[src/logic/cpu_pkg.sv]
`default_nettype none

package cpu_pkg;

    typedef logic [15:0] word_t;

    // bit 3 set means no destination register
    typedef logic [3:0] reg_sel_t;

    localparam logic [4:0] op_halt  = 5'b00000;
    localparam logic [4:0] op_nop   = 5'b00001;
    localparam logic [4:0] op_addi  = 5'b01000;
    localparam logic [4:0] op_xori  = 5'b01010;
    localparam logic [4:0] op_alu_r = 5'b11011;

    localparam logic [1:0] fn_add  = 2'b00;
    localparam logic [1:0] fn_sub  = 2'b01;
    localparam logic [1:0] fn_xor  = 2'b10;
    localparam logic [1:0] fn_andn = 2'b11;

    typedef enum logic [1:0] {
        alu_add,
        alu_sub,
        alu_xor,
        alu_andn
    } alu_op_t;

    typedef struct packed {
        logic [4:0] opcode;
        logic [2:0] rs;
        logic [2:0] rt;
        logic [2:0] rd;
        logic [1:0] funct;
    } r_fmt_t;

    typedef struct packed {
        logic [4:0] opcode;
        logic [2:0] rs;
        logic [2:0] rd;
        logic [4:0] imm;
    } i_fmt_t;

    // two field layouts over the same 16 bits
    typedef union packed {
        r_fmt_t r;
        i_fmt_t i;
    } instr_word_t;

    localparam word_t    nop_instr   = 16'h0800;
    localparam word_t    bubble_pc   = 16'hffff;
    localparam reg_sel_t reg_invalid = 4'b1111;

endpackage

`default_nettype wire

[src/logic/de_bus.sv]
`timescale 1ns/1ns
`default_nettype none

interface de_bus;
    import cpu_pkg::*;

    word_t    pc;
    word_t    instr;
    word_t    read1_data;
    word_t    read2_data;
    word_t    imm_ext;
    alu_op_t  alu_op;
    logic     alu_src;
    logic     reg_write;
    reg_sel_t write_sel;
    logic     halt;

    modport src (
        output pc, instr, read1_data, read2_data, imm_ext,
        output alu_op, alu_src, reg_write, write_sel, halt
    );

    modport dst (
        input pc, instr, read1_data, read2_data, imm_ext,
        input alu_op, alu_src, reg_write, write_sel, halt
    );

endinterface

`default_nettype wire

[src/logic/instruction_decoder.sv]
`timescale 1ns/1ns
`default_nettype none

module instruction_decoder (
    input  cpu_pkg::instr_word_t instr,
    input  cpu_pkg::word_t       pc,
    input  cpu_pkg::reg_sel_t    write_sel_e,
    input  logic                 reg_write_e,
    output logic [2:0]           rs_sel,
    output logic [2:0]           rt_sel,
    de_bus.src                   de,
    output logic                 stall
);
    import cpu_pkg::*;

    logic uses_rs;
    logic uses_rt;
    logic rs_hit;
    logic rt_hit;

    // rs sits at the same bits in both views
    assign rs_sel = instr.r.rs;
    assign rt_sel = instr.r.rt;

    assign de.pc      = pc;
    assign de.instr   = instr;
    assign de.imm_ext = {{11{instr.i.imm[4]}}, instr.i.imm};

    always_comb begin
        uses_rs      = 1'b0;
        uses_rt      = 1'b0;
        de.alu_op    = alu_add;
        de.alu_src   = 1'b0;
        de.reg_write = 1'b0;
        de.write_sel = reg_invalid;
        de.halt      = 1'b0;

        case (instr.r.opcode)
            op_alu_r: begin
                uses_rs      = 1'b1;
                uses_rt      = 1'b1;
                de.reg_write = 1'b1;
                de.write_sel = {1'b0, instr.r.rd};
                case (instr.r.funct)
                    fn_add:  de.alu_op = alu_add;
                    fn_sub:  de.alu_op = alu_sub;
                    fn_xor:  de.alu_op = alu_xor;
                    fn_andn: de.alu_op = alu_andn;
                    default: de.alu_op = alu_add;
                endcase
            end
            op_addi: begin
                uses_rs      = 1'b1;
                de.alu_src   = 1'b1;
                de.reg_write = 1'b1;
                de.write_sel = {1'b0, instr.i.rd};
                de.alu_op    = alu_add;
            end
            op_xori: begin
                uses_rs      = 1'b1;
                de.alu_src   = 1'b1;
                de.reg_write = 1'b1;
                de.write_sel = {1'b0, instr.i.rd};
                de.alu_op    = alu_xor;
            end
            op_halt: begin
                de.halt = 1'b1;
            end
            // nop and unknown opcodes do nothing
            default: begin
                de.halt = 1'b0;
            end
        endcase
    end

    // invalid select has bit 3 set, so an empty slot never matches
    assign rs_hit = uses_rs && ({1'b0, rs_sel} == write_sel_e);
    assign rt_hit = uses_rt && ({1'b0, rt_sel} == write_sel_e);
    assign stall  = reg_write_e && (rs_hit || rt_hit);

endmodule

`default_nettype wire

[src/logic/reg_file.sv]
`timescale 1ns/1ns
`default_nettype none

module reg_file (
    input  logic              clk,
    input  logic              rst,
    input  logic [2:0]        rs_sel,
    input  logic [2:0]        rt_sel,
    output cpu_pkg::word_t    read1_data,
    output cpu_pkg::word_t    read2_data,
    input  logic              write_en,
    input  cpu_pkg::reg_sel_t write_sel,
    input  cpu_pkg::word_t    write_data
);
    import cpu_pkg::*;

    word_t regs [8];

    always_ff @(posedge clk) begin
        if (rst) begin
            for (int i = 0; i < 8; i++) begin
                regs[i] <= '0;
            end
        end else if (write_en && !write_sel[3]) begin
            regs[write_sel[2:0]] <= write_data;
        end
    end

    // bypass so decode sees the value retiring this cycle
    assign read1_data = (write_en && write_sel == {1'b0, rs_sel}) ? write_data : regs[rs_sel];
    assign read2_data = (write_en && write_sel == {1'b0, rt_sel}) ? write_data : regs[rt_sel];

endmodule

`default_nettype wire

[src/logic/decode_execute_latch.sv]
`timescale 1ns/1ns
`default_nettype none

module decode_execute_latch (
    input  logic clk,
    input  logic rst,
    input  logic nop,
    de_bus.dst   d,
    de_bus.src   e
);
    import cpu_pkg::*;

    // bubble on reset and on every stall cycle
    always_ff @(posedge clk) begin
        if (rst || nop) begin
            e.pc        <= bubble_pc;
            e.instr     <= nop_instr;
            e.alu_op    <= alu_add;
            e.alu_src   <= 1'b0;
            e.reg_write <= 1'b0;
            e.write_sel <= reg_invalid;
            e.halt      <= 1'b0;
        end else begin
            e.pc        <= d.pc;
            e.instr     <= d.instr;
            e.alu_op    <= d.alu_op;
            e.alu_src   <= d.alu_src;
            e.reg_write <= d.reg_write;
            e.halt      <= d.halt;
            // a fetched nop must not look like a write to r0..r7
            if (d.instr == nop_instr) begin
                e.write_sel <= reg_invalid;
            end else begin
                e.write_sel <= d.write_sel;
            end
        end
    end

    // operand data matters only when control uses it
    always_ff @(posedge clk) begin
        e.read1_data <= d.read1_data;
        e.read2_data <= d.read2_data;
        e.imm_ext    <= d.imm_ext;
    end

endmodule

`default_nettype wire

[src/logic/execute_unit.sv]
`timescale 1ns/1ns
`default_nettype none

module execute_unit (
    input  logic              clk,
    input  logic              rst,
    de_bus.dst                e,
    output cpu_pkg::reg_sel_t write_sel_e,
    output logic              reg_write_e,
    output logic              wb_valid,
    output cpu_pkg::reg_sel_t wb_sel,
    output cpu_pkg::word_t    wb_data,
    output logic              halted
);
    import cpu_pkg::*;

    word_t operand_b;
    word_t alu_result;
    logic  retire;

    // hazard information back to decode
    assign write_sel_e = e.write_sel;
    assign reg_write_e = e.reg_write;

    assign operand_b = e.alu_src ? e.imm_ext : e.read2_data;

    always_comb begin
        case (e.alu_op)
            alu_add:  alu_result = e.read1_data + operand_b;
            alu_sub:  alu_result = e.read1_data - operand_b;
            alu_xor:  alu_result = e.read1_data ^ operand_b;
            alu_andn: alu_result = e.read1_data & ~operand_b;
            default:  alu_result = e.read1_data;
        endcase
    end

    // nothing retires once the core has halted
    assign retire = e.reg_write && !halted;

    always_ff @(posedge clk) begin
        if (rst) begin
            wb_valid <= 1'b0;
            wb_sel   <= reg_invalid;
            halted   <= 1'b0;
        end else begin
            wb_valid <= retire;
            wb_sel   <= retire ? e.write_sel : reg_invalid;
            if (e.halt) begin
                halted <= 1'b1;
            end
        end
    end

    always_ff @(posedge clk) begin
        wb_data <= alu_result;
    end

endmodule

`default_nettype wire

[src/logic/cpu_decode_execute.sv]
`timescale 1ns/1ns
`default_nettype none

module cpu_decode_execute (
    input  logic              clk,
    input  logic              rst,
    input  cpu_pkg::word_t    pc_f,
    input  cpu_pkg::word_t    instr_f,
    output logic              stall,
    output logic              wb_valid,
    output cpu_pkg::reg_sel_t wb_sel,
    output cpu_pkg::word_t    wb_data,
    output logic              halted
);
    import cpu_pkg::*;

    logic [2:0] rs_sel;
    logic [2:0] rt_sel;
    reg_sel_t   write_sel_e;
    logic       reg_write_e;

    // decode side and execute side of the pipeline latch
    de_bus de_d ();
    de_bus de_e ();

    instruction_decoder instruction_decoder_inst (
        .instr       (instr_f),
        .pc          (pc_f),
        .write_sel_e (write_sel_e),
        .reg_write_e (reg_write_e),
        .rs_sel      (rs_sel),
        .rt_sel      (rt_sel),
        .de          (de_d),
        .stall       (stall)
    );

    // read data completes the decode bundle
    reg_file reg_file_inst (
        .clk        (clk),
        .rst        (rst),
        .rs_sel     (rs_sel),
        .rt_sel     (rt_sel),
        .read1_data (de_d.read1_data),
        .read2_data (de_d.read2_data),
        .write_en   (wb_valid),
        .write_sel  (wb_sel),
        .write_data (wb_data)
    );

    decode_execute_latch decode_execute_latch_inst (
        .clk (clk),
        .rst (rst),
        .nop (stall),
        .d   (de_d),
        .e   (de_e)
    );

    execute_unit execute_unit_inst (
        .clk         (clk),
        .rst         (rst),
        .e           (de_e),
        .write_sel_e (write_sel_e),
        .reg_write_e (reg_write_e),
        .wb_valid    (wb_valid),
        .wb_sel      (wb_sel),
        .wb_data     (wb_data),
        .halted      (halted)
    );

endmodule

`default_nettype wire

[config.mk]
export PLATFORM = sky130hd
export DESIGN_NAME = cpu_decode_execute
export DESIGN_NICKNAME = d
export VERILOG_FILES = /design/src/logic/cpu_pkg.sv /design/src/logic/de_bus.sv /design/src/logic/instruction_decoder.sv /design/src/logic/reg_file.sv /design/src/logic/decode_execute_latch.sv /design/src/logic/execute_unit.sv /design/src/logic/cpu_decode_execute.sv
export SDC_FILE = /design/constraint.sdc
export NUM_CORES = 1
export LEC_CHECK = 0
export BUFFER_PORTS_ARGS = -buffer_cell sky130_fd_sc_hd__buf_4
export CORE_MARGIN = 2
export CORE_UTILIZATION = 50
export CTS_BUF_LIST = sky130_fd_sc_hd__clkbuf_8
export DETAILED_ROUTE_END_ITERATION = 10
export PLACE_DENSITY_LB_ADDON = 0.05
export SLEW_MARGIN = 20
export SYNTH_ARGS = -nofsm -noshare
export SYNTH_HDL_FRONTEND = slang
export SYNTH_SLANG_ARGS = --single-unit
[constraint.sdc]
create_clock -name clk -period 4.05 [get_ports clk]
set_clock_uncertainty 0.05 [all_clocks]
set_input_delay 0.405 -clock clk [delete_from_list [all_inputs] [get_ports clk]]
set_output_delay 0.405 -clock clk [all_outputs]
set_load 0.005 [all_outputs]
==> results of run 1 <==
==> final cells by class <==
cell class / count / area [sq um]
tap: 270 / 338
multi-input combinational: 588 / 4950
inverter: 21 / 78.8
clock inverter: 15 / 169
fill: 1723 / 8820
timing repair buffer: 65 / 500
clock buffer: 17 / 234
sequential: 196 / 5200
==> power breakdown <==
part / leakage (nW) / switching (mW) / internal (mW)
clock: 0.207 / 0.801 / 0.477
sequential: 1.89 / 0.287 / 2.28
combinational: 2.25 / 0.427 / 0.418
total: 4.35 / 1.52 / 3.17
==> layer usage <==
| metal | track usage | part of all wire | up-vias |
|---|---|---|---|
| li1 | - | - | 3198 |
| met1 | 0.301 | 0.42 | 3315 |
| met2 | 0.431 | 0.53 | 135 |
| met3 | 0.0322 | 0.041 | 31 |
| met5 | 0 | 0 | - |
| met4 | 0.0652 | 0.015 | 0 |
==> worst reg2reg max path: cells and delay by family, from the launching register on <==
kind	cells	cell delay, ps
AO/OA/AOI/OAI	7	1510
AND/OR/NAND/NOR	2	480
flip-flops	1	420
adder cells (fa/ha/maj)	1	400
XOR/XNOR	2	320
buffers and inverters	1	250
multiplexers	1	90
==> per-stage QoR <==
step                power (mW)  instances  worst slack (ps)  hold slack, ps
finish                    4.69       1172               432            38.0
floorplan                 3.01        853               497             351
global placement          3.41       1135               291             365
detailed placement        3.44       1135               194             379
CTS                       4.72       1172               149            7.72
global route              4.93       1172              78.5            8.39
==> worst min path at each step <==
stage	startpoint	cells after the start	slack [ps]	end
floorplan	decode_execute_latch_inst.e.write_sel[3]	1	350	execute_unit_inst.wb_sel[3]
global placement	decode_execute_latch_inst.e.write_sel[3]	1	370	execute_unit_inst.wb_sel[3]
detailed placement	decode_execute_latch_inst.e.halt	2	380	execute_unit_inst.halted
CTS	instr_f[14]	2	8	decode_execute_latch_inst.e.halt
global route	instr_f[14]	2	8	decode_execute_latch_inst.e.halt
finish	instr_f[14]	2	40	decode_execute_latch_inst.e.halt
==> placed cells by master (no fill, tap or decap), types with 17 or more instances in the layout <==
cell | Yosys | layout
dfxtp_1 | 68 | 68
mux2i_1 | 45 | 43
buf_4 | 0 | 60
edfxtp_1 | 128 | 128
nor2_1 | 25 | 25
ha_1 | 32 | 32
a21oi_1 | 25 | 25
mux4_2 | 64 | 64
xor2_1 | 23 | 23
nand2_1 | 75 | 75
inv_1 | 21 | 22
o21ai_0 | 62 | 62
clkbuf_8 | 0 | 17
and2_1 | 129 | 129
==> kinds of logic (layout without fill, tap and decap cells) <==
kind of cell / count (synthesis) / after routing / synth area share
xor gates and xnor gates: 35 / 35 / 0.0295
DFF: 196 / 196 / 0.501
muxes: 111 / 111 / 0.184
buffers and inverters: 69 / 118 / 0.0266
adders and majority gates: 33 / 33 / 0.0405
AOI/OAI and AO/OA: 123 / 123 / 0.0688
and+or+nand+nor: 286 / 286 / 0.150
==> timing repair <==
action / 4_1_cts / 5_1_grt
setup endpoints to repair: 0 / 2
hold buffers: 5 / 0
gates resized for setup: 0 / 4
hold endpoints to repair: 5 / 0
==> sequential cells by signal (all words and copies together) (netlist names) <==
register / flops
decode_execute_latch_inst.e.imm_ext: 5
decode_execute_latch_inst.e.read1_data: 16
decode_execute_latch_inst.e.write_sel: 4
decode_execute_latch_inst.e.alu_op: 2
decode_execute_latch_inst.e.reg_write: 1
execute_unit_inst.wb_data: 16
decode_execute_latch_inst.e.alu_src: 1
reg_file_inst.regs: 128
decode_execute_latch_inst.e.halt: 1
execute_unit_inst.wb_valid: 1
execute_unit_inst.halted: 1
decode_execute_latch_inst.e.read2_data: 16
execute_unit_inst.wb_sel: 4
==> flow_summary.yaml, run 1 <==
die:
  die_width_um: 148
  io_pins: 57
  start_util: 0.512
  core-area_sq_mm: 0.0203
  die_height_um: 148
  die-area_sq_mm: 0.0220
  num_rows: 52
global_routing:
  antenna_found_initial: 0
  grt_pass1_wl_um: 38800
  first_global_vias: 6932
  gr-usage-all-layers: 0.238
  grt-ovfl-total: 0
  grt_max_degree: 36
cts:
  worst_skew_pair.late_latency_ps: 490
  post_cts_buffers: 0
  h-tree-depth: 4
  cts_root_buffer: "clkbuf_8"
  path_clk_slew_ps: 110
  clock-sinks: 196
  tritoncts: "built"
  clockBufferDepth: 2
  numCtsBuffers: 17
detailed_routing:
  vias_per_cell: 5.70
  via_count: 6679
  antenna_left: 0
  drc: 0
  dr.pass1.iters: 5
  routed_wl_um: 24900
  drt_first_iter_violations: 362
  post_drt_wl_per_cell_um: 21.2
cells_and_area:
  areaGrowthSynthToFinish_pct: 10.5
  utilization: 0.565
  nNetsFinal: 956
  drive_above_1_share: 0.196
  antenna_cells: 0
  fin_area_sq_mm: 0.0115
worst_setup_path:
  cpPeakStageDelay_ps: 420
  cpMostUsedCell: "o21ai_0"
  cp.arrival_ps: 3930
  cp_slowest_cell: "dfxtp_1"
  rr_worst_depth: 14
  r2r_slack_ps: 430
  required_ps: 4370
  end_kind: "flip-flop"
  r2r_end: "execute_unit_inst.wb_data[15]"
  critPathLaunchType: "flip-flop"
  setup.worst_path.end: "execute_unit_inst.wb_data[15]"
  crit_path_max_fanout: 17
  timing.rr.start: "decode_execute_latch_inst.e.alu_src"
  critical_path_buf_inv_count: 1
  cpLargestDelayFamily: "compound AO/OA/AOI/OAI gates"
  startpoint: "decode_execute_latch_inst.e.alu_src"
  path_cells: "buf_4 > nor4b_1 > o22ai_1 > o31ai_1 > xnor2_1 > o21ai_0 > ha_1 > nand2_1 > o21ai_0 > a31o_2 > a41oi_2 > o21ai_0 > xnor2_1 > mux2i_1"
  crit_type: "flip-flop to flip-flop"
  cp.depth: 14
synth:
  yosys_warnings: 0
  synth_edf_count: 128
  ys.flop_type: "edfxtp_1"
  post-synth-top-area-fraction: 0.370
  synth_common_cells: "129 x and2_1, 128 x edfxtp_1, 75 x nand2_1"
  ys_seq_area_frac: 0.501
  synthDistinctLibCells: 52
  yosysTopAreaCell: "edfxtp_1"
  postSynthAreaPerCell_sq_um: 12.2
  syn-cell-area_sq_mm: 0.0104
  synthArstFlopShare: 0
  syn_nets: 920
  synth.most_common_cell: "and2_1"
  synth_area_leaders: "edfxtp_1 37%, mux4_2 14%, dfxtp_1 13%"
  syn_inst: 853
  ys_ff_latch: 196
placement:
  dp_hpwl_um: 17000
  place.gp.congestion: 0.882
  numPortBuffers: 40
  placed_area_sq_mm: 0.0110
sta:
  fin_tns_setup_ps: 0
  setup_viol: 0
  hold_viol: 0
  rsz0062_at_grt: "false"
  slew_violations: 0
  max_freq_ghz: 0.276
  period_share: 0.893
  period_needed_ps: 3620
  relSlewSlack: 0.586
  worst_pin_slew_ps: 620
pwr:
  ir_drop_mv: 0.219
  p_leak_nw: 4.35
  p_per_area_mw_per_mm2: 408
worst_hold_path:
  hold_class: "input pin to flip-flop"
job:
  drv_cap: 0
outcome:
  status: "finished, final reports clean"
Power figures use the tool's default switching activity.
==> run 2: changes to the inputs <==
Settings changed: RECOVER_POWER set to 100.
==> flow_summary.yaml, run 2 (same netlist as run 1, synthesis figures left out) <==
global_routing:
  gr-usage-all-layers: 0.238
  first_global_vias: 6932
  grt-ovfl-total: 0
  antenna_found_initial: 0
  grt_pass1_wl_um: 38800
  grt_max_degree: 36
outcome:
  status: "finished, violations left"
  violations: "max-capacitance violations, max-slew violations"
die:
  io_pins: 57
  die_height_um: 148
  start_util: 0.512
  die_width_um: 148
  die-area_sq_mm: 0.0220
  core-area_sq_mm: 0.0203
  num_rows: 52
detailed_routing:
  via_count: 6670
  post_drt_wl_per_cell_um: 21.2
  vias_per_cell: 5.69
  routed_wl_um: 24800
  drc: 0
  dr.pass1.iters: 5
  drt_first_iter_violations: 346
  antenna_left: 0
sta:
  hold_viol: 0
  fin_ws_ps: 441
  setup_viol: 0
  relSlewSlack: -0.575
  fin_tns_setup_ps: 0
  rsz0062_at_grt: "false"
  max_freq_ghz: 0.277
  slew_violations: 139
  worst_pin_slew_ps: 2360
  period_share: 0.891
  period_needed_ps: 3610
cells_and_area:
  largest-register: "reg_file_inst.regs"
  layout_commonest_cell: "edfxtp_1"
  fin_area_sq_mm: 0.0114
  nNetsFinal: 956
  antenna_cells: 0
  final_cell_mix: "128 x edfxtp_1, 75 x nand2_1, 72 x and2_0"
  drive_above_1_share: 0.165
  largest_register_ffs: 128
  areaGrowthSynthToFinish_pct: 9.67
worst_setup_path:
  cp.arrival_ps: 3920
  required_ps: 4360
  crit_path_max_fanout: 6
  end_kind: "flip-flop"
  critPathLaunchType: "flip-flop"
  crit_type: "flip-flop to flip-flop"
cts:
  clockBufferDepth: 2
  post_cts_buffers: 0
  h-tree-depth: 4
  path_clk_slew_ps: 110
  worst_skew_pair.late_latency_ps: 490
  cts_root_buffer: "clkbuf_8"
  clock-sinks: 196
  numCtsBuffers: 17
  tritoncts: "built"
placement:
  dp_hpwl_um: 17000
  numPortBuffers: 40
  dp_slack_ps: 194
  place.gp.congestion: 0.882
  placed_area_sq_mm: 0.0110
job:
  drv_cap: 7
worst_hold_path:
  hold_class: "input pin to flip-flop"
pwr:
  p_per_area_mw_per_mm2: 411
  ir_drop_mv: 0.219
  p_leak_nw: 4.19
==> run 2: cell types whose count changed in the layout (fill, tap and decap cells not counted), sizes merged <==
cell,before,now
buf,60,19
clkbuf,17,58
==> run 2: critical path: stages (launching register included) <==
cell	delay [ps]
dfxtp_1	410
mux2i_1	320
ha_1	250
nand2_1	110
nor4b_2	350
o211a_1	240
nor2_1	60
xor2_1	170
ha_1	390
a21o_1	210
a31o_2	210
a41oi_2	230
o21ai_0	200
xnor2_1	200
mux2i_1	90
==> run 2: repair_timing <==
item / 4_1_cts / 5_1_grt
hold endpoints to repair: 5 / 0
resized for setup: 0 / 4
setup endpoints to repair: 0 / 2
hold buffers: 5 / 0
==> run 2: layout make-up <==
class | instances | area, sq um
fill | 1743 | 8900
sequential | 196 | 5200
multi-input combinational | 588 | 4930
timing repair buffer | 65 | 438
tap | 270 | 338
clock buffer | 17 | 234
clock inverter | 15 | 169
inverter | 21 | 78.8
==> run 2: where the power goes <==
| part | internal [mW] | switching (mW) | total, mW |
|---|---|---|---|
| registers | 2.28 | 0.290 | 2.57 |
| logic | 0.403 | 0.427 | 0.830 |
| clock network | 0.478 | 0.803 | 1.28 |
| total | 3.16 | 1.52 | 4.68 |
==> run 2: path summary, 6_finish.rpt <==
| check | from | to | slack [ps] | cells after the start |
|---|---|---|---|---|
| worst max-delay path | decode_execute_latch_inst.e.alu_src | execute_unit_inst.wb_data[15] | 440 | 14 |
| worst min-delay path | instr_f[14] | decode_execute_latch_inst.e.halt | 40 | 2 |
| worst max register to register | decode_execute_latch_inst.e.alu_src | execute_unit_inst.wb_data[15] | 440 | 14 |
| worst min register to register | decode_execute_latch_inst.e.halt | execute_unit_inst.halted | 400 | 2 |
==> run 2: routing by layer <==
metal  GRT usage  up-vias  wire [um]
met5           0        -          0
met3      0.0322       30        894
met2       0.431      148      13200
met1       0.301     3297      10400
met4      0.0652        0        366
li1            -     3195          -
==> run 2: through the flow <==
stage / utilization / power, mW / hold slack, ps / std cells
2_1_floorplan: - / 3.01 / 351 / 853
3_3_place_gp: 0.542 / 3.41 / 365 / 1135
3_5_place_dp: 0.542 / 3.44 / 379 / 1135
4_1_cts: 0.564 / 4.72 / 7.72 / 1172
5_1_grt: 0.561 / 4.92 / 8.39 / 1172
6_report: 0.561 / 4.68 / 40.7 / 1172
==> run 3: changes to the inputs <==
Settings changed: ABC_AREA set to 1.
==> flow_summary.yaml, run 3 <==
cells_and_area:
  fillers: 2031
  largest-register: "reg_file_inst.regs"
  fin_cells: 1589
  areaGrowthSynthToFinish_pct: 8.50
  ff_latch_area_sq_mm: 0.00520
  nNetsFinal: 1368
  drive_above_1_share: 0.0746
  fin_area_sq_mm: 0.0115
  largest_register_ffs: 128
  antenna_cells: 0
  multi_input_area_sq_mm: 0.00457
  layout_commonest_cell: "nor2_1"
  final_cell_mix: "213 x nor2_1, 175 x nand2_1, 172 x o21ai_0"
sta:
  relSlewSlack: -0.534
  fin_ws_ps: 632
  max_freq_ghz: 0.293
  rsz0062_at_grt: "false"
  setup_viol: 0
  slew_violations: 58
  hold_viol: 0
  fin_tns_setup_ps: 0
  period_share: 0.844
  period_needed_ps: 3420
  worst_pin_slew_ps: 2300
job:
  drv_cap: 2
synth:
  synth_common_cells: "212 x nor2_1, 175 x nand2_1, 172 x o21ai_0"
  ys_seq_area_frac: 0.493
  synth-adder-area-share: 0.0398
  synth_compound_area_frac: 0.184
  yosysTopAreaCell: "edfxtp_1"
  synth_edf_count: 128
  synth-xor-area-share: 0.0191
  synth_area_leaders: "edfxtp_1 36%, dfxtp_1 13%, o21ai_0 8.2%"
  syn_nets: 1347
  yosys.area_share.simple: 0.188
  synthDistinctLibCells: 37
  post-synth-top-area-fraction: 0.364
  postSynthAreaPerCell_sq_um: 8.25
  ys.flop_type: "edfxtp_1"
  synth_mux_area_frac: 0
  yosys_warnings: 0
  syn_inst: 1280
  synth.most_common_cell: "nor2_1"
  ys_ff_latch: 196
  synthArstFlopShare: 0
  syn-cell-area_sq_mm: 0.0106
  synth_top_family_by_area: "simple AND/OR/NAND/NOR gates"
cts:
  cts_root_buffer: "clkbuf_8"
  path_clk_slew_ps: 100
  tritoncts: "built"
  h-tree-depth: 4
  clockBufferDepth: 2
  post_cts_buffers: 0
  postCtsHoldBufs: 5
  clock-sinks: 196
  post_cts_resize_count: 0
  worst_skew_pair.late_latency_ps: 470
  numCtsBuffers: 17
worst_setup_path:
  crit_type: "flip-flop to flip-flop"
  cpLargestDelayFamily: "buffers and inverters"
  rr_worst_depth: 8
  critPathLaunchType: "flip-flop"
  crit_path_max_fanout: 17
  cp_slowest_cell: "clkbuf_1"
  critical_path_buf_inv_count: 3
  path_cells: "inv_1 > nor2_1 > nand2_1 > nor2_1 > nand2_1 > clkbuf_1 > nand2_1 > clkbuf_1"
  required_ps: 4090
  cpMostUsedCell: "nand2_1"
  cp.depth: 8
  end_kind: "flip-flop"
  cpPeakStageDelay_ps: 980
  cp.arrival_ps: 3450
detailed_routing:
  dr.pass1.iters: 6
  vias_per_cell: 5.69
  via_count: 9045
  post_drt_wl_per_cell_um: 19.6
  antenna_left: 0
  drc: 0
  drt_first_iter_violations: 853
  routed_wl_um: 31100
die:
  io_pins: 57
  core-area_sq_mm: 0.0209
  die_height_um: 149
  die_width_um: 149
  die-area_sq_mm: 0.0223
  start_util: 0.505
  num_rows: 53
placement:
  place_inst: 1552
  place.gp.congestion: 0.848
  dp_hpwl_um: 20300
  dp_slack_ps: 773
  numPortBuffers: 40
  placed_area_sq_mm: 0.0111
pwr:
  seqPwrFrac: 0.501
  switching_share: 0.342
  total_power_mw: 4.79
  p_per_area_mw_per_mm2: 418
  p_leak_nw: 4.86
  power_switching_mw: 1.64
  comb_power_share: 0.235
  power.share.clock: 0.264
  p_int_mw: 3.15
  ir_drop_mv: 0.225
global_routing:
  first_global_vias: 8185
  grt-ovfl-total: 0
  grt_max_degree: 67
  antenna_found_initial: 0
  grt_pass1_wl_um: 46800
  gr-usage-all-layers: 0.284
outcome:
  status: "finished, violations left"
  violations: "max-capacitance violations, max-slew violations"
worst_hold_path:
  hold_class: "input pin to flip-flop"
  whs_path_depth: 2
## run 3: layer usage
layer  routed length [um]  up-vias  GRT usage
met5                    0        -          0
met3                 2170       28     0.0343
met1                13500     4295      0.393
met4                  374        0     0.0619
li1                     -     4378          -
met2                15200      344      0.481
## run 3: through the flow
step / util / hold WS (ps)
after floorplan: - / 349
after detailed placement: 0.532 / 359
after global placement: 0.532 / 364
after CTS: 0.553 / 21.4
after global routing: 0.548 / 40.1
final: 0.548 / 60.7
## run 3: cell type report
type | instances | area share
clock buffers | 18 | 0.0216
clock inverters | 14 | 0.0119
inverters | 135 | 0.0442
multi-input cells | 880 | 0.399
flip-flops and latches | 196 | 0.454
well taps | 275 | 0.0300
repair buffers | 71 | 0.0389
## run 3: kinds of logic after synthesis
logic type,Yosys count
adders and majority gates,33
and+or+nand+nor,480
AOI/OAI and AO/OA,344
DFF,196
buffers and inverters,204
xor gates and xnor gates,23
## run 3: path summary, 6_finish.rpt
| kind | startpoint | endpoint | slack, ps |
|---|---|---|---|
| max | execute_unit_inst.wb_valid | reg_file_inst.regs[0][10] | 630 |
| min | instr_f[11] | decode_execute_latch_inst.e.halt | 60 |
| max reg2reg | execute_unit_inst.wb_valid | reg_file_inst.regs[0][10] | 630 |
| min reg2reg | decode_execute_latch_inst.e.write_sel[3] | execute_unit_inst.wb_sel[3] | 380 |
## run 3: power by group through the flow
stage	registers [mW]	logic, mW	clock network [mW]
after global placement	2.44	1.12	0
after global routing	2.41	1.26	1.36
final	2.40	1.13	1.27
after floorplan	2.39	0.712	0
after detailed placement	2.44	1.13	0
after CTS	2.40	1.14	1.28
